===== src/verilog/cu_pkg.sv =====
`default_nettype none

package cu_pkg;

	//////////////////////////////
	// widths and ids
	//////////////////////////////

	localparam int ADDR_W  = 8;
	localparam int DATA_W  = 32;
	localparam int CU_ID_W = 8;

	// responses carrying this id belong to the vertex job side
	localparam logic [CU_ID_W-1:0] VERTEX_CONTROL_ID = 8'd1;

	// register map, byte offsets
	localparam logic [ADDR_W-1:0] REG_CTRL         = 8'h00;
	localparam logic [ADDR_W-1:0] REG_NUM_VERTICES = 8'h04;
	localparam logic [ADDR_W-1:0] REG_NUM_EDGES    = 8'h08;
	localparam logic [ADDR_W-1:0] REG_STATUS       = 8'h0C;
	localparam logic [ADDR_W-1:0] REG_VERTEX_COUNT = 8'h10;
	localparam logic [ADDR_W-1:0] REG_EDGE_COUNT   = 8'h14;

	//////////////////////////////
	// types
	//////////////////////////////

	typedef logic [31:0]        count_t;
	typedef logic [CU_ID_W-1:0] cu_id_t;

	typedef struct packed {
		logic [31:0] address;
		cu_id_t      cu_id;
		logic [7:0]  size;
	} read_cmd_t;

	typedef struct packed {
		logic       valid;
		cu_id_t     cu_id;
		logic [7:0] tag;
	} read_rsp_t;

	typedef struct packed {
		logic              psel;
		logic              penable;
		logic              pwrite;
		logic [ADDR_W-1:0] paddr;
		logic [DATA_W-1:0] pwdata;
	} apb_req_t;

	typedef struct packed {
		logic [DATA_W-1:0] prdata;
		logic              pready;
		logic              pslverr;
	} apb_rsp_t;

	// job setup going to the tracker
	typedef struct packed {
		logic   enable;
		count_t num_vertices;
		count_t num_edges;
	} job_cfg_t;

	typedef struct packed {
		logic   done;
		count_t vertex_count;
		count_t edge_count;
	} job_status_t;

endpackage

`default_nettype wire


===== src/verilog/cu_config_regs.sv =====
`default_nettype none

module cu_config_regs (
	input  logic                clock,
	input  logic                rstn,
	input  cu_pkg::apb_req_t    apb_req,
	output cu_pkg::apb_rsp_t    apb_rsp,
	input  cu_pkg::job_status_t job_status,
	output cu_pkg::job_cfg_t    job_cfg,
	output logic                cu_enabled
);

	import cu_pkg::*;

	logic              ctrl_enable;
	count_t            num_vertices;
	count_t            num_edges;
	logic              access;
	logic              wr_access;
	logic              offset_hit;
	logic              read_only;
	logic [DATA_W-1:0] rd_data;

	// second phase of the transfer, pready is tied high
	assign access    = apb_req.psel && apb_req.penable;
	assign wr_access = access && apb_req.pwrite && offset_hit && !read_only;

	//////////////////////////////
	// address decode and readback
	//////////////////////////////

	always_comb begin
		rd_data    = '0;
		offset_hit = 1'b1;
		read_only  = 1'b0;
		case (apb_req.paddr)
			REG_CTRL: begin
				rd_data = {{(DATA_W-1){1'b0}}, ctrl_enable};
			end
			REG_NUM_VERTICES: begin
				rd_data = num_vertices;
			end
			REG_NUM_EDGES: begin
				rd_data = num_edges;
			end
			REG_STATUS: begin
				rd_data   = {{(DATA_W-1){1'b0}}, job_status.done};
				read_only = 1'b1;
			end
			REG_VERTEX_COUNT: begin
				rd_data   = job_status.vertex_count;
				read_only = 1'b1;
			end
			REG_EDGE_COUNT: begin
				rd_data   = job_status.edge_count;
				read_only = 1'b1;
			end
			default: begin
				offset_hit = 1'b0;
			end
		endcase
	end

	assign apb_rsp = '{
		prdata:  (access && !apb_req.pwrite) ? rd_data : '0,
		pready:  1'b1,
		pslverr: access && (!offset_hit || (apb_req.pwrite && read_only))
	};

	//////////////////////////////
	// writable registers
	//////////////////////////////

	always_ff @(posedge clock or negedge rstn) begin
		if (!rstn) begin
			ctrl_enable  <= 1'b0;
			num_vertices <= '0;
			num_edges    <= '0;
		end else if (wr_access) begin
			case (apb_req.paddr)
				REG_CTRL:         ctrl_enable  <= apb_req.pwdata[0];
				REG_NUM_VERTICES: num_vertices <= apb_req.pwdata;
				REG_NUM_EDGES:    num_edges    <= apb_req.pwdata;
				default: ;
			endcase
		end
	end

	// an empty job never enables the datapath
	assign cu_enabled = ctrl_enable && (num_vertices != '0);

	assign job_cfg = '{
		enable:       ctrl_enable,
		num_vertices: num_vertices,
		num_edges:    num_edges
	};

endmodule

`default_nettype wire


===== src/verilog/cu_read_arbiter.sv =====
`default_nettype none

module cu_read_arbiter #(
	parameter type payload_t = cu_pkg::read_cmd_t
) (
	input  logic       clock,
	input  logic       rstn,
	input  logic       enabled,
	input  logic [1:0] req_valid,
	input  payload_t   req_data [2],
	output logic [1:0] req_ready,
	output logic       out_valid,
	output payload_t   out_data,
	input  logic       out_ready
);

	logic last_grant;
	logic other;
	logic pick;
	logic slot_free;
	logic grant;

	assign other = ~last_grant;

	// the requester not served last wins a tie
	assign pick = (req_valid[other] || !req_valid[last_grant]) ? other : last_grant;

	// slot is empty or drains on this edge
	assign slot_free = !out_valid || out_ready;
	assign grant     = enabled && slot_free && req_valid[pick];

	always_comb begin
		req_ready       = 2'b00;
		req_ready[pick] = enabled && slot_free;
	end

	//////////////////////////////
	// output slot
	//////////////////////////////

	always_ff @(posedge clock or negedge rstn) begin
		if (!rstn) begin
			out_valid  <= 1'b0;
			last_grant <= 1'b1;
		end else if (grant) begin
			out_valid  <= 1'b1;
			last_grant <= pick;
		end else if (out_ready) begin
			out_valid <= 1'b0;
		end
	end

	// payload only loads on a grant, so it holds under back-pressure
	always_ff @(posedge clock) begin
		if (grant) begin
			out_data <= req_data[pick];
		end
	end

endmodule

`default_nettype wire


===== src/verilog/cu_response_router.sv =====
`default_nettype none

module cu_response_router (
	input  logic              clock,
	input  logic              rstn,
	input  logic              enabled,
	input  cu_pkg::read_rsp_t rsp_in,
	output cu_pkg::read_rsp_t rsp_vertex,
	output cu_pkg::read_rsp_t rsp_graph
);

	import cu_pkg::*;

	logic      to_vertex;
	logic      vertex_valid_q;
	logic      graph_valid_q;
	read_rsp_t rsp_q;

	assign to_vertex = (rsp_in.cu_id == VERTEX_CONTROL_ID);

	// responses are dropped while the unit is off
	always_ff @(posedge clock or negedge rstn) begin
		if (!rstn) begin
			vertex_valid_q <= 1'b0;
			graph_valid_q  <= 1'b0;
		end else begin
			vertex_valid_q <= enabled && rsp_in.valid && to_vertex;
			graph_valid_q  <= enabled && rsp_in.valid && !to_vertex;
		end
	end

	always_ff @(posedge clock) begin
		rsp_q <= rsp_in;
	end

	// same payload on both sides, only one valid
	assign rsp_vertex = '{valid: vertex_valid_q, cu_id: rsp_q.cu_id, tag: rsp_q.tag};
	assign rsp_graph  = '{valid: graph_valid_q, cu_id: rsp_q.cu_id, tag: rsp_q.tag};

endmodule

`default_nettype wire


===== src/verilog/cu_progress_tracker.sv =====
`default_nettype none

module cu_progress_tracker (
	input  logic                clock,
	input  logic                rstn,
	input  cu_pkg::job_cfg_t    job_cfg,
	input  logic                vertex_done,
	input  logic                edge_done,
	output cu_pkg::job_status_t job_status
);

	import cu_pkg::*;

	count_t vertex_count;
	count_t edge_count;
	logic   done;
	logic   totals_met;

	// an empty job never reports done
	assign totals_met = (job_cfg.num_vertices != '0)
		&& (vertex_count == job_cfg.num_vertices)
		&& (edge_count == job_cfg.num_edges);

	//////////////////////////////
	// completion counters
	//////////////////////////////

	always_ff @(posedge clock or negedge rstn) begin
		if (!rstn) begin
			vertex_count <= '0;
			edge_count   <= '0;
			done         <= 1'b0;
		end else if (!job_cfg.enable) begin
			// disabling the job restarts progress
			vertex_count <= '0;
			edge_count   <= '0;
			done         <= 1'b0;
		end else begin
			vertex_count <= vertex_count + count_t'(vertex_done);
			edge_count   <= edge_count + count_t'(edge_done);
			done         <= totals_met;
		end
	end

	assign job_status = '{
		done:         done,
		vertex_count: vertex_count,
		edge_count:   edge_count
	};

endmodule

`default_nettype wire


===== src/verilog/cu_control.sv =====
`default_nettype none

module cu_control (
	input  logic                clock,
	input  logic                rstn,
	input  cu_pkg::apb_req_t    apb_req,
	output cu_pkg::apb_rsp_t    apb_rsp,
	input  logic [1:0]          cmd_valid,
	input  cu_pkg::read_cmd_t   cmd [2],
	output logic [1:0]          cmd_ready,
	output logic                out_valid,
	output cu_pkg::read_cmd_t   out_cmd,
	input  logic                out_ready,
	input  cu_pkg::read_rsp_t   read_rsp_in,
	output cu_pkg::read_rsp_t   rsp_vertex,
	output cu_pkg::read_rsp_t   rsp_graph,
	input  logic                vertex_done,
	input  logic                edge_done
);

	import cu_pkg::*;

	job_cfg_t    job_cfg;
	job_status_t job_status;
	logic        cu_enabled;

	cu_config_regs u_config_regs (
		.clock      (clock),
		.rstn       (rstn),
		.apb_req    (apb_req),
		.apb_rsp    (apb_rsp),
		.job_status (job_status),
		.job_cfg    (job_cfg),
		.cu_enabled (cu_enabled)
	);

	// requester 0 is the vertex job side, 1 the graph algorithm
	cu_read_arbiter #(
		.payload_t (read_cmd_t)
	) u_read_arbiter (
		.clock     (clock),
		.rstn      (rstn),
		.enabled   (cu_enabled),
		.req_valid (cmd_valid),
		.req_data  (cmd),
		.req_ready (cmd_ready),
		.out_valid (out_valid),
		.out_data  (out_cmd),
		.out_ready (out_ready)
	);

	cu_response_router u_response_router (
		.clock      (clock),
		.rstn       (rstn),
		.enabled    (cu_enabled),
		.rsp_in     (read_rsp_in),
		.rsp_vertex (rsp_vertex),
		.rsp_graph  (rsp_graph)
	);

	cu_progress_tracker u_progress_tracker (
		.clock       (clock),
		.rstn        (rstn),
		.job_cfg     (job_cfg),
		.vertex_done (vertex_done),
		.edge_done   (edge_done),
		.job_status  (job_status)
	);

endmodule

`default_nettype wire


===== config.mk =====
export PLATFORM = sky130hd
export DESIGN_NAME = cu_control
export DESIGN_NICKNAME = d
export VERILOG_FILES = /design/src/verilog/cu_pkg.sv /design/src/verilog/cu_config_regs.sv /design/src/verilog/cu_read_arbiter.sv /design/src/verilog/cu_response_router.sv /design/src/verilog/cu_progress_tracker.sv /design/src/verilog/cu_control.sv
export SDC_FILE = /design/constraint.sdc
export NUM_CORES = 1
export LEC_CHECK = 0
export ABC_AREA = 1
export BUFFER_PORTS_ARGS = -buffer_cell sky130_fd_sc_hd__buf_2
export CAP_MARGIN = 40
export CORE_ASPECT_RATIO = 2
export CORE_UTILIZATION = 55
export CTS_CLUSTER_DIAMETER = 120
export DETAILED_ROUTE_END_ITERATION = 10
export PLACE_DENSITY_LB_ADDON = 0.12
export SLEW_MARGIN = 0
export SYNTH_ARGS = -nofsm -noshare
export SYNTH_HDL_FRONTEND = slang
export SYNTH_HIERARCHICAL = 1
export SYNTH_SLANG_ARGS = --single-unit

===== constraint.sdc =====
create_clock -name clock -period 4 [get_ports clock]
set_input_delay 1.2 -clock clock [delete_from_list [all_inputs] [get_ports clock]]
set_output_delay 1.2 -clock clock [all_outputs]
set_load 0.02 [all_outputs]

# Word level (Yosys, flattened, before mapping)
# Cells that the tools add are included.
[totals] ff_bits=198 out_inout_bits=119 wordCells=87
[classes] add_sub_neg=2 n_lt_le_gt_ge=5 n_eq_ne=8 n_mux=21 reduce_logical=33 n_bitwise=3
[op_table] op="one-hot mux 32 bit (6 select lines)" n=1
[op_table] op="2-to-1 mux 48 bit" n=3
[op_table] op="2-to-1 mux 32 bit" n=3
[op_table] op="adder 32 x 1 -> 32 bit" n=2
[op_table] op="equality test 32 bit" n=2
[op_table] op="nonzero test 32 bit" n=1
[op_table] op="equality test 8 x 4 -> 1 bit (second input constant)" n=2
[op_table] op="equality test 8 x 5 -> 1 bit (second input constant)" n=2
[op_table] op="logical AND 1 bit" n=16
[op_table] op="2-to-1 mux 1 bit" n=13
[op_table] op="equality test 8 x 1 -> 1 bit (second input constant)" n=1
[op_table] op="equality test 8 x 3 -> 1 bit (second input constant)" n=1
[op_table] op="zero test 8 bit" n=1
[op_table] op="zero test 1 bit" n=6
[op_table] op="< comparator 1 x 2 -> 1 bit (second input constant)" n=3
[op_table] op="AND reduction 2 bit" n=3
[op_table] op="OR reduction 6 bit" n=1
[op_table] op="logical OR 1 bit" n=3
[op_table] op="OR reduction 3 bit" n=1
[op_table] op="AND 2 bit" n=1
[op_table] op="greater-or-equal comparator 2 bit (second input constant)" n=1
[op_table] op="NOT 1 -> 2 bit" n=1
[op_table] op="nonzero test 2 bit" n=1
[op_table] op="demux 1 bit (select 1 bit)" n=1
[op_table] op="other kinds (2)" n=2

# Depth between registers and ports, before layout
[logic_depth] word_depth=10 mapped_depth=12 ltp_nobuf=12

# Modules after synthesis
# The synthesis kept the hierarchy.
[by_module_without_submodules] module="cu_progress_tracker" n_inst=1 seq_area_each_um2=1626.6 cells_each=795 area_each_um2=4908.5
[by_module_without_submodules] module="cu_config_regs" n_inst=1 seq_area_each_um2=1626.6 cells_each=594 area_each_um2=4227.8
[by_module_without_submodules] module="cu_read_arbiter" n_inst=1 seq_area_each_um2=1492.7 cells_each=228 area_each_um2=2274.7
[by_module_without_submodules] module="cu_response_router" n_inst=1 seq_area_each_um2=370.4 cells_each=61 area_each_um2=601.8

# Worst setup path before layout
# No wires, ideal clock.
[synth_timing] kind="input to register" startpoint="input port out_ready" endpoint="register u_read_arbiter/out_data[0] (netlist bit) (enable)" arrival_time_ns=3.433 cell_stages=4 path_buffers=0 required_time_ns=3.545 path_slack_ns=0.112 setup_time_ns=0.455 cell_sequence="inv_1 > nand2_1 > nand2_1 > nor2_1"
[synth_between] elab_chain_cells=3
[synth_lines] element="from (decl)" line_no="cu_control.sv:13" text="input logic out_ready,"
[synth_lines] element="logical OR 1 bit" line_no="cu_read_arbiter.sv:29" text="assign slot_free = !out_valid || out_ready;"
[synth_lines] element="logical AND 1 bit (2 in a row)" line_no="cu_read_arbiter.sv:30" text="assign grant = enabled && slot_free && req_valid[pick];"
[synth_lines] element="named net u_read_arbiter.grant" line_no="cu_read_arbiter.sv:21" text="logic grant;"
[synth_lines] element="to (signal assigned)" line_no="cu_read_arbiter.sv:56" text="out_data <= req_data[pick];"
[synth_lines] element="to (decl)" line_no="cu_read_arbiter.sv:13" text="output payload_t out_data,"
# The timed path passes the listed nets, and every way through them passes these cells.
# A chain may end at the register's enable or synchronous reset.

==> key figures <==
STA
  • Min Clock Period, post-route: 3.82 ns
  • # setup viols final: 0
  • Final hold vios: 0
  • Hold WS: 0.493 ns
  • Unrepaired setup endpoints after global routing: no
  • Part of the cycle the worst path needs: 0.956
  • Slew Limit Headroom: 0.445
  • Sum of negative setup slack: 0 ns
  • Fmax: 0.262 GHz
  • Max Clock Skew: 0.0113 ns
  • Final Max Tran Viols: 0
  • Worst Tran Pin Value: 0.833 ns
  • Fin worst setup slack: 0.176 ns

Clock network
  • Clock transition at path regs: 0.07 ns
  • Max Buffers Root-to-Sink: 2
  • Setup Fix Bufs, Post-CTS: 0
  • Num CTS Buffers: 17
  • Hold buffers post-CTS: 0
  • CTS tree: done
  • H-tree levels: 4
  • Clk_lat worst skew: 0.46 ns
  • Resize count post-CTS: 0
  • CTS sink cnt: 198
  • Clock root buffer: clkbuf_16

Floorplanning
  • Horiz. Die Dim: 107 um
  • Io pins: 282
  • Core area: 21500 um^2
  • Full die area: 22500 um^2
  • Std-Cell Rows: 76
  • Die H: 211 um
  • Starting density of the core: 0.559

Worst setup path
  • Worst path bufs/invs: 4
  • CP max-delay cell: inv_2
  • Crit path kind: in -> out
  • CP peak stage delay: 0.31 ns
  • R2R Path Start: u_config_regs/num_vertices[16]$_DFFE_PN0P_
  • Worst Path Required: 2.80 ns
  • Crit start category: input pin
  • Worst-path cell chain: buf_2, inv_1, nand2_1, nor2_2, nand2_2, inv_2, nand2_1, nand2_1, nor2_1, nor2_1, buf_2
  • R2R depth: 8
  • Most frequent CP cell: nand2_1
  • RR Endpoint: u_read_arbiter/out_data[4]$_DFFE_PP_
  • Reg2reg setup slack: 1.62 ns
  • Critical path peak fanout: 16
  • WP data arrival: 2.62 ns
  • Cell family with most CP delay: simple AND/OR/NAND/NOR gates
  • Crit. End Element: output port

Logic synthesis
  • Top cell type's share of synthesized area: 0.277
  • Mapped Area: 12000 um^2
  • Warning count from the yosys run: 6
  • Post-Syn Instances: 1678
  • Leading area contributor after synthesis: dfrtp_1
  • Post-Syn Area per Cell: 7.16 um^2
  • Sequential share of the synthesized area: 0.426
  • Syn nets: 1845
  • Synth cell types: 44
  • Synth top area cells: dfrtp_1 28%, nand2_1 18%, edfxtp_1 12%
  • Yosys reg bits: 198

Cells and area
  • FF/Latch Area: 5120 um^2
  • Area grow syn2layout: 17.2%
  • Multi-input gate area: 5580 um^2
  • Final net count: 2095
  • Fin cells: 2214
  • Util after Layout: 0.655
  • Commonest cells after routing, fill and taps aside: 588 x nand2_1, 279 x buf_2, 205 x nor2_1
  • Most common cell after layout, fill and taps aside: nand2_1
  • Fill count: 2035
  • Antenna Cells: 0
  • Fraction of layout cells with a size suffix above 1: 0.228

Flow run
  • Max Cap Viol: 0

Global routing
  • Top Usage Layer GRT: met2
  • All-Layer GR Usage: 0.360
  • First-pass GRT wire length: 60400 um
  • Met2 Track Usage GR: 0.632
  • Number of global-route vias before repair: 11600
  • Met3 Use GR: 0.0725
  • Initial antenna violation count: 0
  • Largest net degree at the start of global routing: 89
  • Met1 Use GR: 0.369
  • Grt total ovfl: 0

Min path
  • Worst Hold Class: reg -> reg
  • Worst Min Path Start: u_read_arbiter/last_grant$_DFFE_PN1P_
  • Hold Path Sink: u_read_arbiter/last_grant$_DFFE_PN1P_
  • Min-Delay Path Depth: 2

Place
  • Post-detail-place hpwl: 30500 um
  • Placer Congestion: 1.05
  • Port-buffer cells: 280
  • Post-place setup slack: 0.201 ns
  • Inst Count DP: 2182

Pwr
  • Internal: 3.17 mW
  • Comb pwr share: 0.066
  • Switching share of power: 0.238
  • Sequential fraction of design power: 0.501
  • Sw power: 0.987 mW
  • Cell leakage power: 6.89 nW
  • Pwr per Cell Area: 295 nW/um^2
  • Clock power frac: 0.433
  • Maximum VDD drop: 311 uV

Drt
  • DRC: 0
  • Antenna Violating Nets Remaining: 0
  • Drt wl/cell: 17.7 um
  • Routed WL: 39200 um
  • DR vias: 12000
  • Drt pass-1 iters: 6
  • DRT iter0 DRCs: 915
  • Drt via density: 5.40

Run status
  • Status: finished, final reports clean
==> power by group through the flow <==
stage	sequential, mW	clock [mW]	combinational, mW
2_1_floorplan	2.14	0	0.127
3_3_place_gp	2.12	0	0.270
4_1_cts	2.08	1.83	0.276
3_5_place_dp	2.12	0	0.276
5_1_grt	2.08	1.90	0.305
6_report	2.08	1.80	0.274
==> flip-flops by register name (all words and copies together), names as in the netlist <==
name	flops
u_config_regs/num_vertices	32
u_config_regs/num_edges	32
u_config_regs/ctrl_enable	1
u_read_arbiter/last_grant	1
u_response_router/graph_valid_q	1
u_progress_tracker/edge_count	32
u_response_router/vertex_valid_q	1
u_response_router/rsp_graph	16
u_read_arbiter/out_data	48
u_progress_tracker/done	1
u_progress_tracker/vertex_count	32
u_read_arbiter/out_valid	1
==> routing by layer <==
layer  wire (um)  vias to the layer above
met5           0                        -
met3        2750                      170
li1            -                     5719
met4        3350                        0
met2       19800                      597
met1       13300                     5473
==> Yosys cell counts (all sizes together) <==
master  instances
a21oi          37
nand2         604
nor3b           2
xor2            4
o22ai           1
and2            1
nand4          15
dfxtp          16
nand3         131
edfxtp         48
conb            1
ha              4
clkbuf          4
xnor2          16
dfrtp         133
a31oi           1
o21a            2
buf            64
inv           210
clkinv          2
or2             1
o21ai         112
nor4            1
nor3           46
dfstp           1
nor2          221
==> cell families after synthesis <==
kind of cell,synth area share
simple gates,0.363
flops,0.426
buf+inv,0.110
compound gates,0.0812
fa+ha+maj,0.00417
xor+xnor,0.0146
other cells,0.000312
==> layout make-up <==
type | count | area share
clock inverters | 12 | 0.00995
multi-input cells | 1200 | 0.396
clock buffers | 20 | 0.0332
repair buffers | 299 | 0.116
flip-flops and latches | 198 | 0.363
well taps | 273 | 0.0243
inverters | 212 | 0.0569
==> worst min-delay path, stage by stage, from the launching register on <==
cell and delay, ns:
dfstp_2 0.38, nand2_1 0.06, nand2_1 0.05
==> stage by stage <==
| stage | power [mW] | instance area [um^2] |
|---|---|---|
| floorplan | 2.26 | 12000 |
| global placement | 2.39 | 13500 |
| detailed placement | 2.40 | 13500 |
| CTS | 4.19 | 14100 |
| global route | 4.29 | 14100 |
| finish | 4.16 | 14100 |
==> how the worst max path moves through the flow <==
stage	endpoint	slack, ns	start	depth (start not counted)
after global placement	apb_rsp[24]	0.21	apb_req[37]	11
after CTS	apb_rsp[24]	0.19	apb_req[37]	11
after global routing	apb_rsp[11]	0.03	apb_req[37]	11
final	apb_rsp[24]	0.18	apb_req[37]	11
after floorplan	u_read_arbiter/out_data[0]$_DFFE_PP_	0.11	out_ready	4
after detailed placement	apb_rsp[24]	0.20	apb_req[37]	11
No activity file was read; power rests on OpenSTA's default activity.
